File: src/hull_pkg.sv
`default_nettype none

package hull_pkg;

    // ----------------------------------------------------------------------
    // widths and basic types
    // ----------------------------------------------------------------------
    localparam int coord_w    = 8;
    localparam int max_points = 32;

    typedef logic [coord_w-1:0]            coord_t;
    typedef logic [$clog2(max_points)-1:0] index_t;

    typedef struct packed {
        coord_t x;
        coord_t y;
    } point_t;

    // twice the hull area, never halved
    typedef logic [2*coord_w:0] area_t;

    typedef enum logic [2:0] {READ, SWAP, SORT, SCAN, AREA, DONE} phase_t;

    typedef enum logic [2:0] {HOLD, LOAD, SWAP_PIVOT, SORT_EVEN, SORT_ODD, PUSH} store_op_t;

    // one write into the point store
    typedef struct packed {
        logic   en;
        index_t index;
        point_t point;
    } store_write_t;

    // ----------------------------------------------------------------------
    // geometry helpers
    // ----------------------------------------------------------------------

    // cross product of (a - o) and (b - o), positive for a left turn
    function automatic logic signed [2*coord_w+1:0] cross_turn(point_t o, point_t a, point_t b);
        logic signed [coord_w:0] ax;
        logic signed [coord_w:0] ay;
        logic signed [coord_w:0] bx;
        logic signed [coord_w:0] by;
        ax = $signed({1'b0, a.x}) - $signed({1'b0, o.x});
        ay = $signed({1'b0, a.y}) - $signed({1'b0, o.y});
        bx = $signed({1'b0, b.x}) - $signed({1'b0, o.x});
        by = $signed({1'b0, b.y}) - $signed({1'b0, o.y});
        return ax * by - bx * ay;
    endfunction

    // true when a sorts after b around pivot p
    function automatic logic angle_after(point_t p, point_t a, point_t b);
        logic signed [2*coord_w+1:0] turn;
        coord_t                      da_x;
        coord_t                      db_x;
        coord_t                      da_y;
        coord_t                      db_y;
        turn = cross_turn(p, a, b);
        // pivot is lowest, so dy is never negative
        da_x = (a.x > p.x) ? a.x - p.x : p.x - a.x;
        db_x = (b.x > p.x) ? b.x - p.x : p.x - b.x;
        da_y = a.y - p.y;
        db_y = b.y - p.y;
        // on a shared ray the farther point goes last
        return (turn < 0) ||
               (turn == 0 && (da_x > db_x || (da_x == db_x && da_y > db_y)));
    endfunction

endpackage

`default_nettype wire

File: src/hull_engine.sv
`timescale 1ns/100ps
`default_nettype none

module hull_engine #(
    parameter int num_points = 20
) (
    input  wire logic                   clk,
    input  wire logic                   reset,
    input  wire hull_pkg::phase_t       phase,
    input  wire hull_pkg::point_t       cur_point,
    input  wire hull_pkg::point_t       top_point,
    input  wire hull_pkg::point_t       under_point,
    output hull_pkg::index_t            cur_index,
    output hull_pkg::index_t            top_index,
    output hull_pkg::index_t            under_index,
    output hull_pkg::store_write_t      push_wr,
    output logic                        scan_end,
    output logic                        area_end,
    output hull_pkg::area_t             area
);

    // counters must reach num_points itself
    localparam int cnt_w   = $bits(hull_pkg::index_t) + 1;
    localparam int cross_w = 2 * hull_pkg::coord_w + 2;
    localparam int acc_w   = $bits(hull_pkg::area_t) + 3;

    logic [cnt_w-1:0]         stack_size;
    logic [cnt_w-1:0]         cur_idx;
    logic [cnt_w-1:0]         walk;
    logic [cnt_w-1:0]         walk_next;
    logic                     walk_last;
    logic                     cur_ok;
    logic                     do_push;
    logic signed [cross_w-1:0] turn;
    logic signed [cross_w-1:0] term;
    logic signed [acc_w-1:0]   acc;
    logic signed [acc_w-1:0]   acc_next;

    // ----------------------------------------------------------------------
    // scan decision and area term
    // ----------------------------------------------------------------------
    always_comb begin
        cur_ok    = (cur_idx < num_points);
        turn      = hull_pkg::cross_turn(under_point, top_point, cur_point);
        do_push   = (phase == hull_pkg::SCAN) && cur_ok && (stack_size == 1 || turn > 0);
        walk_last = (walk == stack_size - 1'b1);
        walk_next = walk_last ? '0 : walk + 1'b1;
        // shoelace term is the cross product about the origin
        term      = hull_pkg::cross_turn('0, top_point, cur_point);
        acc_next  = acc + term;
    end

    assign top_index   = (phase == hull_pkg::AREA) ? hull_pkg::index_t'(walk)
                                                   : hull_pkg::index_t'(stack_size - 1'b1);
    assign cur_index   = (phase == hull_pkg::AREA) ? hull_pkg::index_t'(walk_next)
                                                   : hull_pkg::index_t'(cur_idx);
    assign under_index = hull_pkg::index_t'(stack_size - 2'd2);

    assign push_wr.en    = do_push;
    assign push_wr.index = hull_pkg::index_t'(stack_size);
    assign push_wr.point = cur_point;

    assign scan_end = (phase == hull_pkg::SCAN) && !cur_ok;
    assign area_end = (phase == hull_pkg::AREA) && walk_last;

    // ----------------------------------------------------------------------
    // stack and accumulator
    // ----------------------------------------------------------------------
    always_ff @(posedge clk or posedge reset) begin
        if (reset) begin
            stack_size <= cnt_w'(2);
            cur_idx    <= cnt_w'(2);
            walk       <= '0;
            acc        <= '0;
            area       <= '0;
        end else begin
            case (phase)
                hull_pkg::SCAN: begin
                    if (do_push) begin
                        stack_size <= stack_size + 1'b1;
                        cur_idx    <= cur_idx + 1'b1;
                    end else if (cur_ok) begin
                        // pop and retry cur against the new top
                        stack_size <= stack_size - 1'b1;
                    end
                end
                hull_pkg::AREA: begin
                    if (walk_last) begin
                        area <= hull_pkg::area_t'(acc_next);
                    end else begin
                        walk <= walk_next;
                        acc  <= acc_next;
                    end
                end
                default: begin
                    // slots 0 and 1 start on the stack
                    stack_size <= cnt_w'(2);
                    cur_idx    <= cnt_w'(2);
                    walk       <= '0;
                    acc        <= '0;
                end
            endcase
        end
    end

endmodule

`default_nettype wire

File: config.mk
export PLATFORM = sky130hd
export DESIGN_NAME = hull_engine
export DESIGN_NICKNAME = d
export VERILOG_FILES = /design/src/hull_pkg.sv /design/src/hull_engine.sv
export SDC_FILE = /design/constraint.sdc
export NUM_CORES = 1
export LEC_CHECK = 0
export ABC_AREA = 1
export BUFFER_PORTS_ARGS = -buffer_cell sky130_fd_sc_hd__buf_4
export CAP_MARGIN = 20
export CORE_MARGIN = 5
export CORE_UTILIZATION = 40
export CTS_BUF_LIST = sky130_fd_sc_hd__clkbuf_4
export CTS_CLUSTER_DIAMETER = 100
export DETAILED_ROUTE_END_ITERATION = 6
export GPL_ROUTABILITY_DRIVEN = 0
export GPL_TIMING_DRIVEN = 0
export HOLD_SLACK_MARGIN = 0.03
export PLACE_DENSITY = 0.68
export SKIP_LAST_GASP = 1
export SLEW_MARGIN = 20
export SYNTH_ARGS = -nofsm -noshare
export SYNTH_HDL_FRONTEND = slang
export SYNTH_SLANG_ARGS = --single-unit
File: constraint.sdc
create_clock -name clk -period 32.1 [get_ports clk]
set_clock_uncertainty 0.1 [all_clocks]
set_input_delay 4.815 -clock clk [delete_from_list [all_inputs] [get_ports clk]]
set_output_delay 4.815 -clock clk [all_outputs]
set_load 0.05 [all_outputs]
==> impl_metrics.tcl <==
set metrics [dict create \
    critPathLaunchType "input pin" \
    antenna_cells 0 \
    m1WireLength_mm 15.68 \
    tns_ns 0 \
    drt_iter0_drc 483 \
    detail_route.wirelength_mm 39.03 \
    cp-startpoint "cur_point[8]" \
    hp-class "flip-flop to flip-flop" \
    required_ns 27.18 \
    yosysMostFrequentCell "inv_1" \
    rsz0062_at_grt "false" \
    slew_headroom_pct 31.65 \
    synth_seq_cells 52 \
    clock-sinks 52 \
    pin_count 109 \
    ant_nets 0 \
    wl_met3_mm 1.561 \
    fin_crit_ns 18.47 \
    ctsResizeCount 0 \
    vias_per_cell 4.766 \
    nets 2713 \
    synth_top_cell_by_area "fa_1" \
    cts_tree "done" \
    final_max_slew_viol_count 0 \
    worst_pin_slew_ns 1.018 \
    ctsRootBufferMaster "clkbuf_4" \
    dr.pass1.iters 5 \
    start_util_pct 40.57 \
    yosys_warnings 0 \
    arrival_ns 13.56 \
    slowest_stage "nor2_1" \
    crit_buf_inv 10 \
    worstReg2RegStart "acc[0]$_DFFE_PP0P_" \
    clk_latency_ns 0.37 \
    path_max_fanout 9 \
    fin_ws_ns 13.63 \
    holdBufCountCts 0 \
    htree_levels 2 \
    dieArea_um2 44610 \
    postCtsSetupRepairBufs 0 \
    overflow 0 \
    drv_cap 0 \
    vias 12930 \
    place.detailed.hpwl_mm 35.27 \
    dieWidth_um 211.2 \
    syn_avg_cell_area_um2 7.804 \
    synth_edf_count 0 \
    syn_to_final_growth_pct 9.496 \
    synth_top_area_share_pct 34.25 \
    grt_max_degree 32 \
    finalSetupViolations 0 \
    top_layer "met4" \
    grt_pass1_vias 14016 \
    track_usage_pct 17.87 \
    clockBufferDepth 2 \
    crit_family "adder cells" \
    synth_flop_cell "dfrtp_1" \
    die_h_um 211.2 \
    status "finished clean" \
    antenna_found_initial 0 \
    numCtsBuffers 5 \
    layoutNonFillerInstCount 2713 \
    criticalPathCategory "input pin to primary output" \
    clkTransAtPathRegs_ns 0.16 \
    hold_viol 0 \
    grt_pass1_wl_mm 66.48 \
    syn_nets 2601 \
    wl_per_cell_um 14.39 \
    fin_crit_sh_pct 57.55 \
    synth.top_cells.by_count "570 x inv_1, 438 x nand2_1, 277 x fa_1" \
    max_freq_mhz 54.14 \
    crit_top_cell "nand2_1" \
    async_flop_share_pct 100.0 \
    critPathCaptureType "primary output" \
    synth_area_um2 16190 \
    dp.cells 2705 \
    fin_util_pct 44.42 \
    port_buffers 104 \
    hold_start "cur_idx[4]$_DFFE_PP0P_" \
    rows 73 \
    yosys-top-cells-area "fa_1 34%, ha_1 15%, inv_1 13%" \
    drcViolationCount 0 \
    layout-drive-gt1-share_pct 8.638 \
    ys_types 48 \
    critPathMaxStageDelay_ns 0.56 \
    met2_length_mm 20.66 \
    synth-seq-area-share_pct 8.051 \
    synthCells 2075 \
    coreArea_um2 39910 \
    pre_cts_ws_ns 13.57 \
]
==> worst min-delay path, cell delays in order (launching register included) <==
cell,delay [ns]
dfrtp_1,0.38
nand2_1,0.05
nand2_1,0.05
==> layout make-up <==
type / instances / area [um^2]
Buffer: 66 / 375.4
Clock buffer: 6 / 45.04
Clock inverter: 2 / 35.03
Fill cell: 3959 / 22180
Inverter: 573 / 2151
Multi-Input combinational cell: 1384 / 12360
Sequential cell: 52 / 1304
Tap cell: 525 / 656.9
Timing Repair Buffer: 105 / 800.8
==> worst paths after layout <==
path / to / cells after the start / slack, ns
max: push_wr[21] / 41 / 13.63
min: cur_idx[4]$_DFFE_PP0P_ / 2 / 0.40
max reg2reg: area[16]$_DFFE_PP0P_ / 9 / 29.27
min reg2reg: cur_idx[4]$_DFFE_PP0P_ / 2 / 0.40
max in group asynchronous: stack_size[1]$_DFFE_PP1P_ / 3 / 26.93
min in group asynchronous: cur_idx[2]$_DFFE_PP0P_ / 2 / 4.36
==> per-stage QoR <==
stage | instance area [um^2] | hold slack [ns]
after floorplan | 16190 | 0.3419
after global placement | 17630 | 0.3577
after detailed placement | 17650 | 0.3684
after CTS | 17730 | 0.4041
after global routing | 17730 | 0.4234
final | 17730 | 0.4019
==> sequential cells by signal, indices dropped and copies added, names as in the netlist <==
signal / count
area: 17
stack_size: 6
cur_idx: 6
acc: 17
walk: 6
==> layer usage <==
layer / GRT usage [%] / vias up
met5: 0 / -
met4: 4.561 / 0
met3: 2.168 / 73
met2: 33.24 / 258
met1: 21.90 / 6301
li1: - / 6298
==> cells by family (layout without fill, tap and decap cells) <==
group                    Yosys count  count (layout)  share of synthesized area [%]
adder cells (fa/ha/maj)          473             473                          49.39
XOR/XNOR                          73              73                          4.041
AO/OA/AOI/OAI                    154             154                          5.617
AND/OR/NAND/NOR                  684             684                          17.30
buffers and inverters            639             752                          15.60
flip-flops                        52              52                          8.051
==> placed cells by master (no fill, tap or decap), drive strengths merged <==
cell and n:
or4 1, ha 196, clkinv 3, nand4 7
o21bai 8, nand3 53, o31ai 4, nand2 445
a21oi 71, nor4 2, or2 13, nor3b 2
fa 277, o211ai 3, a221oi 1, a21o 2
and2 4, dfrtp 50, bufinv 1, o22ai 6
nor3 9, a21boi 2, a31oi 1, a22o 6
xor2 54, o21ai 49, xnor2 19, nand3b 7
inv 571, buf 135, clkbuf 42, nor2 141
dfstp 2, o41ai 1
Power is left out: the tool's default activity adds up to more than one toggle a clock period on the data nets, which glitch-free logic cannot reach.
