[config.mk]
export PLATFORM = sky130hd
export DESIGN_NAME = hull_sequencer
export DESIGN_NICKNAME = d
export VERILOG_FILES = /design/src/hull_pkg.sv /design/src/hull_sequencer.sv
export SDC_FILE = /design/constraint.sdc
export NUM_CORES = 1
export LEC_CHECK = 0
export BUFFER_PORTS_ARGS = -buffer_cell sky130_fd_sc_hd__buf_2
export CORE_MARGIN = 4
export CORE_UTILIZATION = 43
export DETAILED_ROUTE_END_ITERATION = 7
export HOLD_SLACK_MARGIN = 0.05
export MAX_ROUTING_LAYER = met4
export PLACE_DENSITY = 0.67
export SLEW_MARGIN = 20
export SYNTH_ARGS = -nofsm -noshare
export SYNTH_HDL_FRONTEND = slang
export SYNTH_SLANG_ARGS = --single-unit
[constraint.sdc]
create_clock -name clk -period 3.54 [get_ports clk]
set_input_delay 0.708 -clock clk [delete_from_list [all_inputs] [get_ports clk]]
set_output_delay 0.708 -clock clk [all_outputs]
set_load 0.02 [all_outputs]
[src/hull_pkg.sv]
`default_nettype none

package hull_pkg;

    // ----------------------------------------------------------------------
    // widths and basic types
    // ----------------------------------------------------------------------
    localparam int coord_w    = 8;
    localparam int max_points = 32;

    typedef logic [coord_w-1:0]            coord_t;
    typedef logic [$clog2(max_points)-1:0] index_t;

    typedef struct packed {
        coord_t x;
        coord_t y;
    } point_t;

    // twice the hull area, never halved
    typedef logic [2*coord_w:0] area_t;

    typedef enum logic [2:0] {READ, SWAP, SORT, SCAN, AREA, DONE} phase_t;

    typedef enum logic [2:0] {HOLD, LOAD, SWAP_PIVOT, SORT_EVEN, SORT_ODD, PUSH} store_op_t;

    // one write into the point store
    typedef struct packed {
        logic   en;
        index_t index;
        point_t point;
    } store_write_t;

    // ----------------------------------------------------------------------
    // geometry helpers
    // ----------------------------------------------------------------------

    // cross product of (a - o) and (b - o), positive for a left turn
    function automatic logic signed [2*coord_w+1:0] cross_turn(point_t o, point_t a, point_t b);
        logic signed [coord_w:0] ax;
        logic signed [coord_w:0] ay;
        logic signed [coord_w:0] bx;
        logic signed [coord_w:0] by;
        ax = $signed({1'b0, a.x}) - $signed({1'b0, o.x});
        ay = $signed({1'b0, a.y}) - $signed({1'b0, o.y});
        bx = $signed({1'b0, b.x}) - $signed({1'b0, o.x});
        by = $signed({1'b0, b.y}) - $signed({1'b0, o.y});
        return ax * by - bx * ay;
    endfunction

    // true when a sorts after b around pivot p
    function automatic logic angle_after(point_t p, point_t a, point_t b);
        logic signed [2*coord_w+1:0] turn;
        coord_t                      da_x;
        coord_t                      db_x;
        coord_t                      da_y;
        coord_t                      db_y;
        turn = cross_turn(p, a, b);
        // pivot is lowest, so dy is never negative
        da_x = (a.x > p.x) ? a.x - p.x : p.x - a.x;
        db_x = (b.x > p.x) ? b.x - p.x : p.x - b.x;
        da_y = a.y - p.y;
        db_y = b.y - p.y;
        // on a shared ray the farther point goes last
        return (turn < 0) ||
               (turn == 0 && (da_x > db_x || (da_x == db_x && da_y > db_y)));
    endfunction

endpackage

`default_nettype wire

[src/hull_sequencer.sv]
`timescale 1ns/100ps
`default_nettype none

module hull_sequencer #(
    parameter int num_points = 20
) (
    input  wire logic                  clk,
    input  wire logic                  reset,
    input  wire logic                  scan_end,
    input  wire logic                  area_end,
    output hull_pkg::phase_t           phase,
    output hull_pkg::store_op_t        op,
    output logic                       done
);

    localparam hull_pkg::index_t last_slot = hull_pkg::index_t'(num_points - 1);

    hull_pkg::phase_t next_phase;
    hull_pkg::index_t load_cnt;
    hull_pkg::index_t sort_cnt;

    // ----------------------------------------------------------------------
    // phase transitions
    // ----------------------------------------------------------------------
    always_comb begin
        case (phase)
            hull_pkg::READ: next_phase = (load_cnt == last_slot) ? hull_pkg::SWAP : hull_pkg::READ;
            hull_pkg::SWAP: next_phase = hull_pkg::SORT;
            hull_pkg::SORT: next_phase = (sort_cnt == last_slot) ? hull_pkg::SCAN : hull_pkg::SORT;
            hull_pkg::SCAN: next_phase = scan_end ? hull_pkg::AREA : hull_pkg::SCAN;
            hull_pkg::AREA: next_phase = area_end ? hull_pkg::DONE : hull_pkg::AREA;
            default:        next_phase = hull_pkg::READ;
        endcase
    end

    always_ff @(posedge clk or posedge reset) begin
        if (reset) begin
            phase    <= hull_pkg::READ;
            load_cnt <= '0;
            sort_cnt <= '0;
        end else begin
            phase <= next_phase;
            // counters run only inside their own phase
            load_cnt <= (phase == hull_pkg::READ) ? load_cnt + 1'b1 : '0;
            sort_cnt <= (phase == hull_pkg::SORT) ? sort_cnt + 1'b1 : '0;
        end
    end

    // ----------------------------------------------------------------------
    // store opcode per cycle
    // ----------------------------------------------------------------------
    always_comb begin
        case (phase)
            hull_pkg::READ: op = hull_pkg::LOAD;
            hull_pkg::SWAP: op = hull_pkg::SWAP_PIVOT;
            // first pass is even, then alternate
            hull_pkg::SORT: op = sort_cnt[0] ? hull_pkg::SORT_ODD : hull_pkg::SORT_EVEN;
            hull_pkg::SCAN: op = hull_pkg::PUSH;
            default:        op = hull_pkg::HOLD;
        endcase
    end

    assign done = (phase == hull_pkg::DONE);

endmodule

`default_nettype wire

==> results.toml <==
[sta]
maxClockFrequency_mhz = 501
setup_viol_count_final = 0
hold_ws_ps = 430
clock-skew-final_ps = 9.86
timing_hold_violations_final = 0
worst-slew-pin-transition_ps = 480
slew_violations = 0
layout_worst_path_cycle_share_pct = 56.4
max_slew_margin_pct = 68.0
fin_setup_tns_ps = 0
fin_crit_ps = 2000
grt_setup_unrepaired = "no"

[worst_setup_path]
critPathMostFrequentCell = "sky130_fd_sc_hd__nor2b_1"
path_delay_family = "flip-flops"
r2r-start = "phase[2]"
path_buf_inv = 1
critical_path_required_ps = 2830
worst_path_largest_cell_delay_ps = 470
cp.arrival_ps = 1290
critical_path.cell_chain = "nor2b_1 > nor2b_1 > buf_2"
crit_path_max_fanout = 9
critPathLaunch = "phase[1]"
crit_slowest_cell = "sky130_fd_sc_hd__dfrtp_1"
crit_type = "reg -> out"
critPathLaunchType = "flip-flop"
crit_path_end_kind = "output pin"

[global_routing]
globalRoute.totalOverflow = 0
grtUsageTotal_pct = 11.8
antenna_found_initial = 0
maximum_number_of_pins_on_one_net_before_global_route_repair = 14
first_pass_grt_wire_length_mm = 1.66
first_global_vias = 406

[status]
status = "complete, no violations"

[clock_tree]
post_cts.repair.setup_buffers = 0
cts_buffers = 3
cts_root_buffer = "sky130_fd_sc_hd__clkbuf_4"
clk_pin_slew_worst_paths_ps = 80
cts-htree-levels = 1
clock_tree.buffer_depth = 2
ctsHoldBuffers = 0
clkLatencyLatePin_ps = 270
cts_tree = "built"
post_cts.resized_instances = 0
cts.sink_count = 13

[floorplanning]
chipWidth_um = 46.4
die_boundary_height_um = 46.4
placeableCoreArea_mm2 = 0.00135
dieArea_mm2 = 0.00215
start_util_pct = 47.0
ios = 11
rows = 13

[yosys]
synth_seq_area_share_pct = 51.3
post-synth-top-area-fraction_pct = 51.3
synth_nets = 71
synth.cell_area_um2 = 634
synth_largest_area_cell = "sky130_fd_sc_hd__dfrtp_1"
syn_avg_cell_area_um2 = 9.76
postSynthRegisterBits = 13
synthDistinctLibCells = 21
synthesis.yosys.warnings = 0
synth.area.top_cells = "sky130_fd_sc_hd__dfrtp_1 (51%), sky130_fd_sc_hd__nor2_1 (8.3%), sky130_fd_sc_hd__xor2_1 (5.5%)"
post_synth_inst_count = 65

[finish]
final-instance-count-excl-fill = 91
multiInputGateArea_um2 = 279
drive_gt1_share_pct = 19.7
area_growth_syn_to_layout_pct = 12.2
layout.cell_area.non_filler_um2 = 712
n_antenna_cell = 0
sequential_cell_area_um2 = 325
n_fill_cell = 126
layout.nets = 83

[drt]
1st_pass_router_iterations = 4
drt-initial-drc-count = 3
route.final.wire_length_mm = 1.02
routed_wire_length_per_instance_um = 11.2
detail_route.drc_violations = 0
dr_total_vias = 461
postRouteAntennaNets = 0
avgViaCountPerCell = 5.07

[placed_design]
place_area_um2 = 684
numPortBuffers = 10
dp.final_hpwl_um = 751
placed_cells_incl_taps = 87
routabilityCongestion = 0.771

[power_and_ir_drop]
total_switching_power_uw = 178
pwr_density_cell_mw_per_mm2 = 652
share_comb_of_total_power_pct = 33.0
p_int_uw = 286
power.clock.fraction_pct = 19.1
power.switching_fraction_pct = 38.4
power.share.sequential_pct = 47.9
peakVddDrop_uv = 328
leakagePower_nw = 0.361

[run]
cap_violations = 0

[worst_hold_path]
hold_class = "in -> async"
-- power by group through the flow --
stage	Clock [mW]	Combinational [mW]	Sequential, mW
floorplan	0	0.118	0.224
detailed placement	0	0.153	0.225
global route	0.100	0.171	0.229
CTS	0.0931	0.155	0.223
finish	0.0885	0.153	0.222
global placement	0	0.155	0.223
-- worst register-to-register path: stages, from the launching register on --
cell and delay (ps):
sky130_fd_sc_hd__dfrtp_1 480, sky130_fd_sc_hd__or3b_1 510, sky130_fd_sc_hd__or3_1 410, sky130_fd_sc_hd__nand3_1 90
-- through the flow --
stage / power [mW] / setup WS, ps / utilization [%]
2_1_floorplan: 0.342 / 1640 / -
3_3_place_gp: 0.378 / 1850 / 50.7
3_5_place_dp: 0.379 / 1840 / 50.7
4_1_cts: 0.471 / 1530 / 52.7
5_1_grt: 0.500 / 1430 / 52.7
6_report: 0.464 / 1540 / 52.7
-- logic make-up (layout without fill, tap and decap cells) --
logic type,Yosys count,count (layout),synth area share (%)
simple gates,35,35,28.0
flops,13,13,51.3
xor+xnor,6,6,8.28
buf+inv,6,17,4.73
compound gates,3,3,3.75
fa+ha+maj,2,2,3.94
-- sequential cells by signal, summed over array words and instances, names as in the netlist --
register,cells
load_cnt,5
phase,3
sort_cnt,5
-- area by class of cell --
type,count,area share (%)
Sequential cell,13,45.7
Multi-Input combinational cell,46,39.2
Timing Repair Buffer,10,7.03
Clock buffer,3,3.16
Tap cell,15,2.64
Inverter,3,1.58
Clock inverter,1,0.703
-- cells in the mapped netlist --
cell,instances
sky130_fd_sc_hd__or3_1,3
sky130_fd_sc_hd__nand2_1,2
sky130_fd_sc_hd__and3_1,1
sky130_fd_sc_hd__a21oi_1,1
sky130_fd_sc_hd__nor3_1,2
sky130_fd_sc_hd__a32o_1,1
sky130_fd_sc_hd__ha_1,2
sky130_fd_sc_hd__nor2b_1,4
sky130_fd_sc_hd__nand4b_1,1
sky130_fd_sc_hd__clkbuf_1,2
sky130_fd_sc_hd__dfrtp_1,13
sky130_fd_sc_hd__xnor2_1,2
sky130_fd_sc_hd__nand3_1,5
sky130_fd_sc_hd__or3b_1,1
sky130_fd_sc_hd__a32oi_1,1
sky130_fd_sc_hd__xor2_1,4
sky130_fd_sc_hd__nor2_1,14
sky130_fd_sc_hd__and2_1,1
sky130_fd_sc_hd__or3b_2,1
sky130_fd_sc_hd__buf_6,1
sky130_fd_sc_hd__inv_1,3
-- worst paths after layout --
path / cells after the start / slack (ps) / end
setup / recovery: 3 / 1540 / op[2]
hold / removal: 2 / 430 / load_cnt[0]
setup reg to reg: 3 / 2000 / phase[0]
hold reg to reg: 1 / 490 / load_cnt[0]
max in group asynchronous: 2 / 2770 / phase[2]
min in group clk: 1 / 490 / load_cnt[0]
-- routing by layer --
metal / part of all wire (%) / wire length [µm] / global-route usage, % / vias up
met2: 47 / 474 / 17.6 / 11
li1: - / - / - / 236
met4: 0 / 0 / 3.41 / 0
met3: 7.5 / 76 / 7.03 / 0
met5: 0 / 0 / - / -
met1: 46 / 468 / 13.3 / 214
-- cell usage in the layout, fill, tap and decap left out, types with 2 or more instances in the layout --
cell,count
sky130_fd_sc_hd__nor2_1,14
sky130_fd_sc_hd__nand3_1,5
sky130_fd_sc_hd__nand2_1,2
sky130_fd_sc_hd__ha_1,2
sky130_fd_sc_hd__nor3_1,2
sky130_fd_sc_hd__nor2b_1,4
sky130_fd_sc_hd__xnor2_1,2
sky130_fd_sc_hd__dfrtp_1,13
sky130_fd_sc_hd__buf_2,10
sky130_fd_sc_hd__or3_1,3
sky130_fd_sc_hd__clkbuf_4,3
sky130_fd_sc_hd__inv_1,3
sky130_fd_sc_hd__xor2_1,4
No activity file was read; power rests on OpenSTA's default activity.
